**src/design/ccu_consts.svh**
```systemverilog
`ifndef CCU_CONSTS_SVH
`define CCU_CONSTS_SVH

// ======================================
// Instruction word layout
// ======================================
`define CCU_WORD_W      64
`define CCU_OPC_W       8
`define CCU_MODE_W      8
`define CCU_LAYER_W     16
`define CCU_PAYLOAD_W   (`CCU_WORD_W - `CCU_OPC_W)
`define CCU_HDR_RSV_W   (`CCU_WORD_W - `CCU_OPC_W - `CCU_MODE_W - `CCU_LAYER_W)

// Instruction RAM address
`define CCU_ADDR_W      12

// ======================================
// Engine array
// ======================================
`define CCU_NUM_ENG     4     // Opcodes 1 .. CCU_NUM_ENG
`define CCU_CFG_WORDS   2     // Payload words per configuration

`endif

```
**src/design/ccu_pkg.sv**
```systemverilog
`include "ccu_consts.svh"

package ccu_pkg;

    typedef logic [`CCU_ADDR_W-1:0]    isa_addr_t;
    typedef logic [`CCU_PAYLOAD_W-1:0] payload_t;

    // Word 0 in the low bits
    typedef payload_t [`CCU_CFG_WORDS-1:0] cfg_dat_t;

    // Header view, opcode 0
    typedef struct packed {
        logic [`CCU_HDR_RSV_W-1:0] rsvd;
        logic [`CCU_LAYER_W-1:0]   layers;   // Configurations in the network
        logic [`CCU_MODE_W-1:0]    mode;
        logic [`CCU_OPC_W-1:0]     opcode;   // Low byte in both views
    } isa_hdr_t;

    // Engine word view
    typedef struct packed {
        payload_t                  payload;
        logic [`CCU_OPC_W-1:0]     opcode;
    } isa_body_t;

    typedef union packed {
        isa_hdr_t  hdr;
        isa_body_t body;
    } isa_word_u;

endpackage

```
**src/design/ccu_addr_min.sv**
```systemverilog
`timescale 1ns/1ps
`include "ccu_consts.svh"

module ccu_addr_min (
    input  ccu_pkg::isa_addr_t rd_ptr_i [`CCU_NUM_ENG],
    output ccu_pkg::isa_addr_t min_o
);
    import ccu_pkg::*;

    localparam int LVL   = $clog2(`CCU_NUM_ENG);
    localparam int LEAFS = 1 << LVL;

    // Heap order, node i has children 2i+1 and 2i+2
    isa_addr_t node [2*LEAFS-1];

    for (genvar g = 0; g < LEAFS; g++) begin : g_leaf
        if (g < `CCU_NUM_ENG) begin : g_used
            assign node[LEAFS-1+g] = rd_ptr_i[g];
        end else begin : g_pad
            assign node[LEAFS-1+g] = '1;   // Never the minimum
        end
    end

    for (genvar i = 0; i < LEAFS-1; i++) begin : g_cmp
        assign node[i] = (node[2*i+1] < node[2*i+2]) ? node[2*i+1] : node[2*i+2];
    end

    // Everything below this address has been read by every engine
    assign min_o = node[0];

endmodule

```
**src/design/ccu_fetch.sv**
```systemverilog
`timescale 1ns/1ps
`include "ccu_consts.svh"

module ccu_fetch (
    input  logic                      clk,
    input  logic                      rst_n,
    input  logic                      start_i,
    // Instruction RAM
    output ccu_pkg::isa_addr_t        isa_addr_o,
    output logic                      isa_addr_vld_o,
    input  logic                      isa_addr_rdy_i,
    input  ccu_pkg::isa_word_u        isa_dat_i,
    input  logic                      isa_dat_vld_i,
    output logic                      isa_dat_rdy_o,
    // Slot array
    input  logic [`CCU_NUM_ENG-1:0]   req_i,
    input  logic [`CCU_NUM_ENG-1:0]   busy_i,
    input  logic [`CCU_NUM_ENG-1:0]   done_i,
    input  ccu_pkg::isa_addr_t        rd_ptr_i [`CCU_NUM_ENG],
    output logic [`CCU_NUM_ENG-1:0]   sel_o,
    output logic                      addr_fire_o,
    output logic                      dat_fire_o,
    output logic                      clear_o,
    // Network level
    output logic [`CCU_MODE_W-1:0]    mode_o,
    output logic                      net_done_o,
    output logic                      eng_rst_o
);
    import ccu_pkg::*;

    localparam logic [2:0] S_IDLE = 3'd0;
    localparam logic [2:0] S_HDR  = 3'd1;
    localparam logic [2:0] S_ARB  = 3'd2;
    localparam logic [2:0] S_COLL = 3'd3;
    localparam logic [2:0] S_FIN  = 3'd4;

    logic [2:0]              state_q, state_d;
    logic                    pend_q;        // One read in flight
    logic [`CCU_NUM_ENG-1:0] sel_q;
    logic [`CCU_NUM_ENG-1:0] grant;
    logic [`CCU_LAYER_W-1:0] num_ly_q;
    logic [`CCU_LAYER_W-1:0] cfg_cnt_q;
    logic [`CCU_MODE_W-1:0]  mode_q;
    isa_addr_t               ptr_mux;
    logic                    hdr_fire;
    logic                    any_done;
    logic                    all_idle;
    logic                    cfg_done;

    // ======================================
    // FSM
    // ======================================
    assign any_done = |done_i;
    assign all_idle = ~|busy_i;
    assign cfg_done = (cfg_cnt_q == num_ly_q);
    assign hdr_fire = dat_fire_o & (state_q == S_HDR);

    always_comb begin
        state_d = state_q;
        case (state_q)
            S_IDLE: if (start_i) state_d = S_HDR;
            S_HDR:  if (hdr_fire) state_d = S_ARB;
            S_ARB: begin
                if (cfg_done) begin
                    if (all_idle) state_d = S_FIN;   // Last one accepted
                end else if (|req_i) begin
                    state_d = S_COLL;
                end
            end
            S_COLL: if (any_done) state_d = S_ARB;
            S_FIN:  state_d = S_IDLE;
            default: state_d = S_IDLE;
        endcase
    end

    always_ff @(posedge clk or negedge rst_n) begin
        if (!rst_n) begin
            state_q <= S_IDLE;
        end else begin
            state_q <= state_d;
        end
    end

    // Lowest requesting index wins
    assign grant = req_i & (~req_i + 1'b1);

    always_ff @(posedge clk or negedge rst_n) begin
        if (!rst_n) begin
            sel_q <= '0;
        end else if (state_q == S_ARB && state_d == S_COLL) begin
            sel_q <= grant;
        end
    end

    assign sel_o = (state_q == S_COLL) ? sel_q : '0;

    // ======================================
    // Instruction RAM handshakes
    // ======================================
    always_comb begin
        ptr_mux = '0;
        for (int k = 0; k < `CCU_NUM_ENG; k++) begin
            if (sel_q[k]) ptr_mux = ptr_mux | rd_ptr_i[k];
        end
    end

    assign isa_addr_o     = (state_q == S_COLL) ? ptr_mux : '0;   // Header sits at 0
    assign isa_addr_vld_o = (state_q == S_HDR || state_q == S_COLL) && !pend_q;
    assign isa_dat_rdy_o  = pend_q;
    assign addr_fire_o    = isa_addr_vld_o & isa_addr_rdy_i;
    assign dat_fire_o     = isa_dat_vld_i & isa_dat_rdy_o;

    always_ff @(posedge clk or negedge rst_n) begin
        if (!rst_n) begin
            pend_q <= 1'b0;
        end else if (addr_fire_o) begin
            pend_q <= 1'b1;
        end else if (dat_fire_o) begin
            pend_q <= 1'b0;
        end
    end

    // Header decode and configuration count
    always_ff @(posedge clk or negedge rst_n) begin
        if (!rst_n) begin
            num_ly_q <= '0;
            mode_q   <= '0;
        end else if (hdr_fire) begin
            num_ly_q <= isa_dat_i.hdr.layers;
            mode_q   <= isa_dat_i.hdr.mode;
        end
    end

    always_ff @(posedge clk or negedge rst_n) begin
        if (!rst_n) begin
            cfg_cnt_q <= '0;
        end else if (state_q == S_IDLE) begin
            cfg_cnt_q <= '0;
        end else if (state_q == S_COLL && any_done) begin
            cfg_cnt_q <= cfg_cnt_q + 1'b1;
        end
    end

    assign mode_o     = mode_q;
    assign net_done_o = (state_q == S_FIN);
    assign clear_o    = (state_q == S_IDLE);
    assign eng_rst_o  = (state_q == S_IDLE);   // Engines held while idle

endmodule

```
**src/design/ccu_slot.sv**
```systemverilog
`timescale 1ns/1ps
`include "ccu_consts.svh"

module ccu_slot #(
    parameter int ENG_ID    = 1,
    parameter int NUM_WORDS = `CCU_CFG_WORDS
) (
    input  logic                 clk,
    input  logic                 rst_n,
    input  logic                 clear_i,
    input  logic                 sel_i,
    input  logic                 addr_fire_i,
    input  logic                 dat_fire_i,
    input  ccu_pkg::isa_word_u   dat_i,
    input  logic                 cfg_rdy_i,
    output logic                 req_o,
    output ccu_pkg::isa_addr_t   rd_ptr_o,
    output logic                 done_o,
    output logic                 busy_o,
    output logic                 cfg_vld_o,
    output ccu_pkg::cfg_dat_t    cfg_dat_o
);
    import ccu_pkg::*;

    localparam int CNT_W = (NUM_WORDS > 1) ? $clog2(NUM_WORDS) : 1;
    localparam logic [`CCU_OPC_W-1:0] MY_OPC = ENG_ID[`CCU_OPC_W-1:0];

    isa_addr_t        rd_ptr_q;
    logic [CNT_W-1:0] wcnt_q;
    logic             vld_q;
    cfg_dat_t         cfg_q;
    logic             hit;
    logic             last;

    // ======================================
    // Read pointer
    // ======================================
    always_ff @(posedge clk or negedge rst_n) begin
        if (!rst_n) begin
            rd_ptr_q <= isa_addr_t'(1);   // Address 0 holds the header
        end else if (clear_i) begin
            rd_ptr_q <= isa_addr_t'(1);
        end else if (sel_i && addr_fire_i) begin
            rd_ptr_q <= rd_ptr_q + 1'b1;
        end
    end

    // Matching words only
    assign hit  = sel_i & dat_fire_i & (dat_i.body.opcode == MY_OPC);
    assign last = hit & (wcnt_q == CNT_W'(NUM_WORDS - 1));

    always_ff @(posedge clk or negedge rst_n) begin
        if (!rst_n) begin
            wcnt_q <= '0;
        end else if (clear_i) begin
            wcnt_q <= '0;
        end else if (hit) begin
            wcnt_q <= last ? '0 : wcnt_q + 1'b1;
        end
    end

    // Stable while valid, no new collection starts until accepted
    always_ff @(posedge clk) begin
        if (hit) begin
            cfg_q[wcnt_q] <= dat_i.body.payload;
        end
    end

    // ======================================
    // Engine handshake
    // ======================================
    always_ff @(posedge clk or negedge rst_n) begin
        if (!rst_n) begin
            vld_q <= 1'b0;
        end else if (clear_i) begin
            vld_q <= 1'b0;
        end else if (vld_q && cfg_rdy_i) begin
            vld_q <= 1'b0;
        end else if (last) begin
            vld_q <= 1'b1;
        end
    end

    assign req_o     = cfg_rdy_i & ~vld_q;   // Ready engine, nothing pending
    assign done_o    = last;
    assign busy_o    = vld_q;
    assign cfg_vld_o = vld_q;
    assign cfg_dat_o = cfg_q;
    assign rd_ptr_o  = rd_ptr_q;

endmodule

```
**src/design/ccu_top.sv**
```systemverilog
`timescale 1ns/1ps
`include "ccu_consts.svh"

module ccu_top (
    input  logic                      clk,
    input  logic                      rst_n,
    input  logic                      start_i,
    output logic                      net_done_o,
    output logic [`CCU_MODE_W-1:0]    mode_o,
    output logic                      eng_rst_o,
    // Instruction RAM
    output ccu_pkg::isa_addr_t        isa_addr_o,
    output logic                      isa_addr_vld_o,
    input  logic                      isa_addr_rdy_i,
    input  ccu_pkg::isa_word_u        isa_dat_i,
    input  logic                      isa_dat_vld_i,
    output logic                      isa_dat_rdy_o,
    output ccu_pkg::isa_addr_t        isa_min_addr_o,
    // Engines
    output logic [`CCU_NUM_ENG-1:0]   eng_cfg_vld_o,
    input  logic [`CCU_NUM_ENG-1:0]   eng_cfg_rdy_i,
    output ccu_pkg::cfg_dat_t         eng_cfg_dat_o [`CCU_NUM_ENG]
);
    import ccu_pkg::*;

    logic [`CCU_NUM_ENG-1:0] req;
    logic [`CCU_NUM_ENG-1:0] busy;
    logic [`CCU_NUM_ENG-1:0] done;
    logic [`CCU_NUM_ENG-1:0] sel;
    isa_addr_t               rd_ptr [`CCU_NUM_ENG];
    logic                    addr_fire;
    logic                    dat_fire;
    logic                    clear;

    // ======================================
    // Fetch sequencer
    // ======================================
    ccu_fetch u_fetch (
        .clk            (clk),
        .rst_n          (rst_n),
        .start_i        (start_i),
        .isa_addr_o     (isa_addr_o),
        .isa_addr_vld_o (isa_addr_vld_o),
        .isa_addr_rdy_i (isa_addr_rdy_i),
        .isa_dat_i      (isa_dat_i),
        .isa_dat_vld_i  (isa_dat_vld_i),
        .isa_dat_rdy_o  (isa_dat_rdy_o),
        .req_i          (req),
        .busy_i         (busy),
        .done_i         (done),
        .rd_ptr_i       (rd_ptr),
        .sel_o          (sel),
        .addr_fire_o    (addr_fire),
        .dat_fire_o     (dat_fire),
        .clear_o        (clear),
        .mode_o         (mode_o),
        .net_done_o     (net_done_o),
        .eng_rst_o      (eng_rst_o)
    );

    // One slot per engine, opcode = index + 1
    for (genvar g = 0; g < `CCU_NUM_ENG; g++) begin : g_slot
        ccu_slot #(
            .ENG_ID (g + 1)
        ) u_slot (
            .clk         (clk),
            .rst_n       (rst_n),
            .clear_i     (clear),
            .sel_i       (sel[g]),
            .addr_fire_i (addr_fire),
            .dat_fire_i  (dat_fire),
            .dat_i       (isa_dat_i),   // Shared read data bus
            .cfg_rdy_i   (eng_cfg_rdy_i[g]),
            .req_o       (req[g]),
            .rd_ptr_o    (rd_ptr[g]),
            .done_o      (done[g]),
            .busy_o      (busy[g]),
            .cfg_vld_o   (eng_cfg_vld_o[g]),
            .cfg_dat_o   (eng_cfg_dat_o[g])
        );
    end

    ccu_addr_min u_addr_min (
        .rd_ptr_i (rd_ptr),
        .min_o    (isa_min_addr_o)
    );

endmodule

```
**config.mk**
```make
export PLATFORM = sky130hd
export DESIGN_NAME = ccu_top
export DESIGN_NICKNAME = d
export VERILOG_FILES = /design/src/design/ccu_pkg.sv /design/src/design/ccu_addr_min.sv /design/src/design/ccu_fetch.sv /design/src/design/ccu_slot.sv /design/src/design/ccu_top.sv
export VERILOG_INCLUDE_DIRS = /design/src /design/src/design
export SDC_FILE = /design/constraint.sdc
export NUM_CORES = 1
export LEC_CHECK = 0
export BUFFER_PORTS_ARGS = -buffer_cell sky130_fd_sc_hd__buf_2
export CAP_MARGIN = 20
export CORE_MARGIN = 2
export CORE_UTILIZATION = 30
export DETAILED_ROUTE_END_ITERATION = 10
export PLACE_DENSITY = 0.52
export SETUP_SLACK_MARGIN = 0.5
export SLEW_MARGIN = 20
export SYNTH_ARGS = -nofsm -noshare
export SYNTH_HDL_FRONTEND = slang
export SYNTH_SLANG_ARGS = --single-unit
export TNS_END_PERCENT = 1
```
**constraint.sdc**
```tcl
create_clock -name clk -period 7.3 [get_ports clk]
set_input_delay 1.095 -clock clk [delete_from_list [all_inputs] [get_ports clk]]
set_output_delay 1.095 -clock clk [all_outputs]
set_load 0.02 [all_outputs]
```
# == Yosys cells after proc, flatten, opt, wreduce, memory -nomap -nowiden ==
# Index checks and enable logic that the tools add are counted.
# op_classes
bitwise,28
mux,64
reduce_logical,35
magnitude_cmp,11
add_sub_neg,10
eq_ne,10
# ops
op,n
$bwmux W112,4
$demux W56 S1,4
$mux W56,4
$mux W12,16
$add A12 B1 Y12 const B,4
$lt A12 B12 Y1,3
$or A12 B12 Y12,3
$mux W16,2
$mux W1,26
$reduce_bool A2 Y1,10
$and A1 B1 Y1,19
$mux W3,6
$add A16 B1 Y16 const B,1
$eq A16 B16 Y1,1
$eq A8 B2 Y1 const B,2
$logic_and A1 B1 Y1,15
$pmux W3 S4,1
$reduce_bool A3 Y1,4
$reduce_or A4 Y1,3
$eq A3 B2 Y1 const B,3
$eq A8 B1 Y1 const B,1
$eq A8 B3 Y1 const B,1
$lt A1 B2 Y1 const B,4
$add A1 B1 Y1 const B,4
11 further kinds,17
# totals
wordCells,184
in_bits,73
output_inout_bits,488
ff_bits,552

# == Logic depth before layout (Yosys ltp) ==
# Gate-level depths: netlist of run 1.
# logic_depth
depth_word,10
ltp_mapped,19
depth_no_buf,16

# == Hierarchy ==
# A second synthesis of run 1 with hierarchy kept.
# unflattened
hier_cells,1193
hier_area_um2,20389.6
# modules_own_cells
module,cells_each,area_each_um2,instances,seq_area_each_um2
ccu_slot at g_slot[3].u_slot,192,4120.2,1,3714.8
ccu_slot at g_slot[0].u_slot,192,4113.9,1,3714.8
ccu_slot at g_slot[2].u_slot,192,4111.4,1,3714.8
ccu_slot at g_slot[1].u_slot,189,4082.7,1,3714.8
ccu_fetch,243,2721.4,1,1201.2
ccu_addr_min,185,1239.9,1,0.0

# == Worst setup path before layout of run 1 ==
# Ideal clock, no wire load.
# synth_timing
kind,input to register
from,input isa_dat_i[6] in the netlist's numbering
to,"register g_slot[2].u_slot.cfg_q, in the netlist g_slot[2].u_slot.cfg_dat_o[0], enable pin"
path_stages,4
arrival_time_ps,5941
setup_ps,541
path_slack_ps,818
required_ps,6759
cell_sequence,nand4bb_1 > or4b_4 > clkbuf_1 > nor3_1
# synth_via
elab_chain_len,2
# synth_lines
item,line_no,rtl
start: declaration,ccu_top.sv:15,"input ccu_pkg::isa_word_u isa_dat_i,"
$eq A8 B2 Y1,ccu_slot.sv:49,assign hit = sel_i & dat_fire_i & (dat_i.body.opcode == MY_OPC);
$and A1 B1 Y1,ccu_slot.sv:49,
end signal: indexed assignment,ccu_slot.sv:65,cfg_q[wcnt_q] <= dat_i.body.payload;
end: declaration,ccu_slot.sv:31,cfg_dat_t cfg_q;
# No other way between the ends.
# A chain may end at the register's enable or synchronous reset.

# == Worst setup path in the final report of run 1 ==
# layout_timing
from,register g_slot[1].u_slot.rd_ptr_q[9]
to,output isa_min_addr_o[10]
# layout_via
elab_chain_len,4
# layout_lines
item,line_no,rtl
start: declaration,ccu_slot.sv:28,isa_addr_t rd_ptr_q;
start signal: assignment,ccu_slot.sv:40,rd_ptr_q <= isa_addr_t'(1);
start signal: assignment,ccu_slot.sv:42,rd_ptr_q <= isa_addr_t'(1);
start signal: assignment,ccu_slot.sv:44,rd_ptr_q <= rd_ptr_q + 1'b1;
$lt A12 B12 Y1,ccu_addr_min.sv:25,assign node[i] = (node[2*i+1] < node[2*i+2]) ? node[2*i+1] : node[2*i+2];
$mux W12 *,ccu_addr_min.sv:25,
$lt A12 B12 Y1,ccu_addr_min.sv:25,
$mux W12 *,ccu_addr_min.sv:25,
end: declaration,ccu_top.sv:18,"output ccu_pkg::isa_addr_t isa_min_addr_o,"
# Every way passes the cells marked *; elsewhere a longest branch is shown, timed or not.

==> results of run 1 <==
[path summary, 6_finish.rpt]
path                                                             to  slack (ps)                                startpoint
hold reg to reg                       u_fetch.mode_o[0]$_DFFE_PN0P_         500             u_fetch.mode_o[0]$_DFFE_PN0P_
min in group asynchronous  g_slot[0].u_slot.rd_ptr_o[5]$_DFFE_PN0P_         580                                     rst_n
setup reg to reg           g_slot[1].u_slot.cfg_dat_o[88]$_DFFE_PP_        3610              u_fetch.state_q[1]$_DFF_PN0_
hold / removal                        u_fetch.mode_o[0]$_DFFE_PN0P_         500             u_fetch.mode_o[0]$_DFFE_PN0P_
setup / recovery                                 isa_min_addr_o[10]        1050  g_slot[1].u_slot.rd_ptr_o[9]$_DFFE_PN0P_
max in group asynchronous          u_fetch.num_ly_q[15]$_DFFE_PN0P_        5530                                     rst_n
[worst max-delay path: cells and delay by family (launching register included)]
family	cells	cell delay (ps)
AO/OA/AOI/OAI	6	1170
adder cells (fa/ha/maj)	2	630
buffers and inverters	5	690
flip-flops	1	430
multiplexers	2	660
AND/OR/NAND/NOR	3	960
[report_power, final]
part / leakage (µW) / total [µW] / internal (µW) / switching (µW)
registers: 0.00540 / 3670 / 3520 / 157
clock network: 0.000897 / 2890 / 1640 / 1260
logic: 0.00385 / 1010 / 426 / 582
total: 0.0101 / 7580 / 5580 / 1990
[layout by cell type, fill, tap and decap left out, types with 18 or more instances in the layout]
cell       instances
dfrtp_1          100
xnor2_1           49
nor3_1            19
nand4_1           23
clkbuf_16         59
nor2_1            78
buf_2            559
a22oi_1           24
o21ai_0           18
inv_1             45
mux2_2            26
a21oi_1           33
nand2_1           30
mux2i_1           38
ha_1              38
buf_4             18
xor2_1            18
nand3_1           26
edfxtp_1         448
[routing by layer]
layer  share of wire  routed length, µm
met1            0.39              24360
met2            0.50              31250
met3           0.085               5307
met4           0.027               1670
met5         0.00091                 57
[state kept, by name (all words and copies together), names as in the netlist]
name / cells
g_slot.u_slot.busy_o: 4
g_slot.u_slot.cfg_dat_o: 448
g_slot.u_slot.rd_ptr_o: 48
g_slot.u_slot.wcnt_q: 4
u_fetch.cfg_cnt_q: 16
u_fetch.isa_dat_rdy_o: 1
u_fetch.mode_o: 8
u_fetch.num_ly_q: 16
u_fetch.sel_q: 4
u_fetch.state_q: 3
[per-stage QoR]
stage / util / hold WS, ps / instance area (µm²) / power [µW]
after floorplan: - / 502.4 / 19930 / 4410
after global placement: 0.3626 / 489.2 / 23840 / 4702
after detailed placement: 0.3626 / 491.3 / 23840 / 4716
after CTS: 0.3913 / 505.3 / 25720 / 7621
after global routing: 0.3920 / 520.8 / 25770 / 7879
final: 0.3920 / 502.4 / 25770 / 7575
[area by class of cell]
class	count	area share
antenna	3	0.0002913
clock buffer	68	0.05859
clock inverter	36	0.01456
inverter	47	0.006893
multi-input combinational	501	0.1398
sequential	552	0.6231
tap	864	0.04194
timing repair buffer	578	0.1149
[kinds of logic after synthesis]
family / share of synthesized area
buf+inv: 0.01588
compound gates: 0.03290
mux: 0.03453
xor+xnor: 0.02944
flops: 0.8059
simple gates: 0.05751
fa+ha+maj: 0.02386
==> qor.txt, run 1 <==
status = finished clean
WP data required = 6200 ps
# rows = 94
H-Tree Depth = 2
Leakage Power = 0.01015 µW
DR iter-0 viols = 1098
met3 Usage GRT = 0.05237
largest area contributor in the netlist = edfxtp_1
final worst setup slack = 1049 ps
Finished Layout Cells = 2649
Yosys cell types = 51
Initial Util = 0.3031
minimum clock period = 6251 ps
period utilization = 0.8563
FMAX = 160.0 MHz
Max stage delay on crit path = 830 ps
total number of yosys warnings = 0
die width = 261.7 µm
CTS Buffer Depth = 3
total routed wirelength = 62650 µm
CP Cell Sequence = inv_1, ha_1, a21o_1, a21oi_1, nor2b_1, or4_1, mux2i_1, inv_1, ha_1, a21oi_1, nand2_1, a211oi_1, o21a_1, inv_1, o41ai_4, buf_4, mux2i_1, buf_2
Global Route Usage Sum = 0.1738
syn avg cell area = 17.62 µm²
P per Cell Area = 293.9 nW/µm²
CTS buffer count = 58
worst skew pair latency = 620 ps
share of the synthesized area in the top cell type = 0.6750
Final Slew Violations = 0
number of port buffers = 560
Mapped Cells = 1131
Max IR drop VDD = 0.0001645 V
final hold vios = 0
slowest stage cell, crit path = or4_1
worst slack, placed = 1257 ps
first drt pass iteration count = 5
Setup TNS Final = 0 ps
GR Layer Usage met2 = 0.2968
most common cell in the synthesized netlist = edfxtp_1
largest net degree at the start of global routing = 65
unrepaired setup endpoints after global routing = false
clock tree skew after final layout = 26.04 ps
Hold Buf Count CTS = 0
Post-synth EDFFs = 448
first-pass GRT wire length = 86490 µm
Clock transition at path regs = 60 ps
Placer Congestion = 0.9086
vias in the first global route = 12090
DRC = 0
Synth-to-Final Area Change = 29.33%
Critical Path AT = 5160 ps
Least-Margin Pin Slew = 1051 ps
footprint of the multi-input gates = 3602 µm²
Cell Area, Synth = 19930 µm²
Routed Antenna Nets = 0
Synth top cells by count = edfxtp_1 (448), dfrtp_1 (100), nor2_1 (82)
initial antenna violation count = 9
most common flop cell mapped by yosys = edfxtp_1
Post-CTS Setup Bufs = 0
Crit Path Class = register to output port
via count = 12290
WL/cell = 23.65 µm
flops & latches, synth = 552
M1 GR Usage = 0.2097
Clock Sink Count = 552
Core Box Area = 65750 µm²
post-CTS sizing = 0
Die Ht = 261.7 µm
root buffer cell = clkbuf_16
part of the Yosys area used for sequential elements = 0.8059
Critical Path Fanout Max = 12
hold path depth = 1
gr busiest metal = met2
largest cells by area after synthesis = edfxtp_1 (68%), dfrtp_1 (13%), ha_1 (2.4%)
I/O pin count = 561
CTS tree = yes
HP Class = register to register
Async S/R FF share, synth = 0.1884
DP HPWL = 44410 µm
R2R depth = 4
# setup viols final = 0
Syn Nets = 1242
# fillers = 6168
share of cells above drive strength 1 = 0.3996
grt total ovfl = 0
Cells after DPL = 2539
Max Cap Viol = 0
die area = 68510 µm²
Worst slew margin = 0.2993
Critical Path Most Common Cell = inv_1
vias per cell = 4.641
nets@finish = 1849
Crit. End Element = output port
crit path launch type = register
register area = 16060 µm²
Note: power is estimated with default switching activity, not from simulation.
==> run 2, diff against run 1 <==
CORE_UTILIZATION = 38   (was 30)
PLACE_DENSITY = 0.62   (was 0.52)
==> run 2 against run 1 <==
Effect of this change: sequential share of layout area is 0.28 points higher; via count is 0.57% higher; flip-flop and latch count did not move; first-iteration DRC count shrank 23%; wire length down 2.8%; core utilization rose by 11 points; maximum frequency up 1.0%; design area fell by 0.44%; power is 2.1% higher; die area shrank 21%; cell count fell by 6.9%; critical endpoint is now isa_min_addr_o[2]; largest cell class unchanged; critical path depth down 1.
==> qor.txt, run 2 (same netlist as run 1, synthesis figures left out) <==
Finished Layout Cells = 2466 (-6.9%)
max reg flops = 448 (unchanged)
Clock Sink Count = 552 (unchanged)
P per Cell Area = 301.5 nW/µm² (+2.6%)
I/O pin count = 561 (unchanged)
Final Slew Violations = 0 (unchanged)
Hold Buf Count CTS = 0 (unchanged)
via count = 12360 (+0.57%)
R2R Path Start = u_fetch.state_q[1]$_DFF_PN0_
worst skew pair latency = 590 ps (-30 ps)
DRC = 0 (unchanged)
die width = 233.0 µm (-11%)
Synth-to-Final Area Change = 28.76%
Max IR drop VDD = 0.0001922 V (+17%)
final hold vios = 0 (unchanged)
Final Power = 7738 µW (+2.1%)
end of the worst hold path = u_fetch.mode_o[3]$_DFFE_PN0P_
root buffer cell = clkbuf_16
WL/cell = 24.70 µm (+4.4%)
vias in the first global route = 12010 (-0.71%)
Least-Margin Pin Slew = 1013 ps (-38.48 ps)
slowest stage cell, crit path = or4_1
# setup viols final = 0 (unchanged)
CP Cell Sequence = inv_1, ha_1, a2111oi_2, a2111oi_0, or4_1, mux2i_1, inv_1, ha_1, nand4_1, nor2_1, a211oi_1, o21a_1, inv_1, o41ai_4, buf_12, mux2i_1, buf_2
CTS tree = yes
Leakage Power = 0.01022 µW (+0.68%)
clock tree skew after final layout = 15.98 ps (-10.07 ps)
Worst slew margin = 0.3204 (+0.02108)
vias per cell = 5.014 (+8.0%)
unrepaired setup endpoints after global routing = false
Placer Congestion = 0.9080 (about the same)
Max Cap Viol = 0 (unchanged)
Final Util = 0.4972 (+0.1051)
Post-CTS Setup Bufs = 0 (unchanged)
nets@finish = 1846 (-0.16%)
WP data required = 6200 ps (about the same)
Core Box Area = 51610 µm² (-21%)
Max stage delay on crit path = 800 ps (-30 ps)
DP HPWL = 43200 µm (-2.7%)
Crit Path Class = register to output port
R2R Path End = g_slot[1].u_slot.cfg_dat_o[10]$_DFFE_PP_
commonest non-fill, non-tap cell in the layout = buf_2
Initial Util = 0.3861 (+0.08300)
FMAX = 161.6 MHz (+1.0%)
HP Class = register to register
H-Tree Depth = 2 (unchanged)
status = finished clean
initial antenna violation count = 7 (-2)
most frequent cells in the layout = buf_2 (559), edfxtp_1 (448), dfrtp_1 (100), nor2_1 (78), clkbuf_16 (56)
total routed wirelength = 60900 µm (-2.8%)
CTS Buffer Depth = 3 (unchanged)
Critical Path Most Common Cell = inv_1
share of cells above drive strength 1 = 0.3990 (-0.0005612)
Routed Antenna Nets = 0 (unchanged)
Critical Path AT = 5090 ps (-70 ps)
Cells after DPL = 2354 (-7.3%)
R2R depth = 4 (unchanged)
first drt pass iteration count = 4 (-1)
crit path launch type = register
first-pass GRT wire length = 85310 µm (-1.4%)
hold_sp = u_fetch.mode_o[3]$_DFFE_PN0P_
Crit. End Element = output port
minimum clock period = 6188 ps (-62.57 ps)
Clock transition at path regs = 60 ps (about the same)
Die Ht = 233.0 µm (-11%)
# rows = 83 (-12%)
grt total ovfl = 0 (unchanged)
Global Route Usage Sum = 0.2184 (+0.04456)
die area = 54290 µm² (-21%)
largest net degree at the start of global routing = 65 (unchanged)
Critical Path Fanout Max = 12 (unchanged)
DR iter-0 viols = 846 (-23%)
period utilization = 0.8477 (-0.008571)
Setup TNS Final = 0 ps (unchanged)
Register-to-Register Setup Slack = 3590 ps (-20 ps)
number of port buffers = 560 (unchanged)
worst hold margin = 503.5 ps (+1.019 ps)
post-CTS sizing = 0 (unchanged)
hold path depth = 1 (unchanged)
CTS buffer count = 56 (-3.4%)
## run 2: changes by cell type in the layout (fill, tap and decap cells not counted), moves of 2 or more
cell	change
clkinv_1	+2
buf_12	+3
inv_6	-2
clkbuf_8	+4
bufinv_16	+7
buf_4	-4
clkinvlp_4	-5
clkinv_16	-2
clkbuf_16	-3
## run 2: worst max path at each step
stage / endpoint / startpoint
2_1_floorplan: g_slot[2].u_slot.cfg_dat_o[0]$_DFFE_PP_ / isa_dat_i[6]
3_3_place_gp: isa_min_addr_o[2] / g_slot[1].u_slot.rd_ptr_o[9]$_DFFE_PN0P_
3_5_place_dp: isa_min_addr_o[2] / g_slot[1].u_slot.rd_ptr_o[3]$_DFFE_PN0P_
4_1_cts: isa_min_addr_o[2] / g_slot[1].u_slot.rd_ptr_o[1]$_DFFE_PN0P_
5_1_grt: isa_min_addr_o[1] / g_slot[1].u_slot.rd_ptr_o[1]$_DFFE_PN0P_
6_report: isa_min_addr_o[2] / g_slot[1].u_slot.rd_ptr_o[1]$_DFFE_PN0P_
## run 2: power breakdown
group / leakage (µW) / internal, µW / switching, µW
combinational: 0.00385 / 440 / 597
sequential: 0.00540 / 3520 / 148
clock: 0.000962 / 1840 / 1200
total: 0.0102 / 5800 / 1940
## run 2: area by class of cell
type                       instances  area, µm²
inverter                          47      176.4
tap                              680      850.8
clock inverter                    37      484.2
fill                            4378      25950
timing repair buffer             577       2990
sequential                       552      16060
antenna                            4      10.01
clock buffer                      68       1486
multi-input combinational        501       3602
## run 2: metal layers
| metal | track usage | wire [µm] | vias up |
|---|---|---|---|
| met5 | 0 | 55 | - |
| met4 | 0.06688 | 1515 | 10 |
| met3 | 0.04326 | 4276 | 93 |
| met2 | 0.3783 | 31230 | 540 |
| met1 | 0.2765 | 23830 | 6256 |
| li1 | - | - | 5465 |
## run 2: critical path: cells and delay by family, from the launching register on
kind	cells	cell delay, ps
and+or+nand+nor	3	990
muxes	2	660
DFF	1	450
buffers and inverters	5	650
AOI/OAI and AO/OA	5	1130
adders and majority gates	2	620
## run 2: metrics by stage
step	setup WS, ps	instance area (µm²)
after global routing	758.7	25650
after floorplan	818.2	19930
final	1112	25660
after detailed placement	1320	23610
after CTS	664.1	25580
after global placement	1364	23610
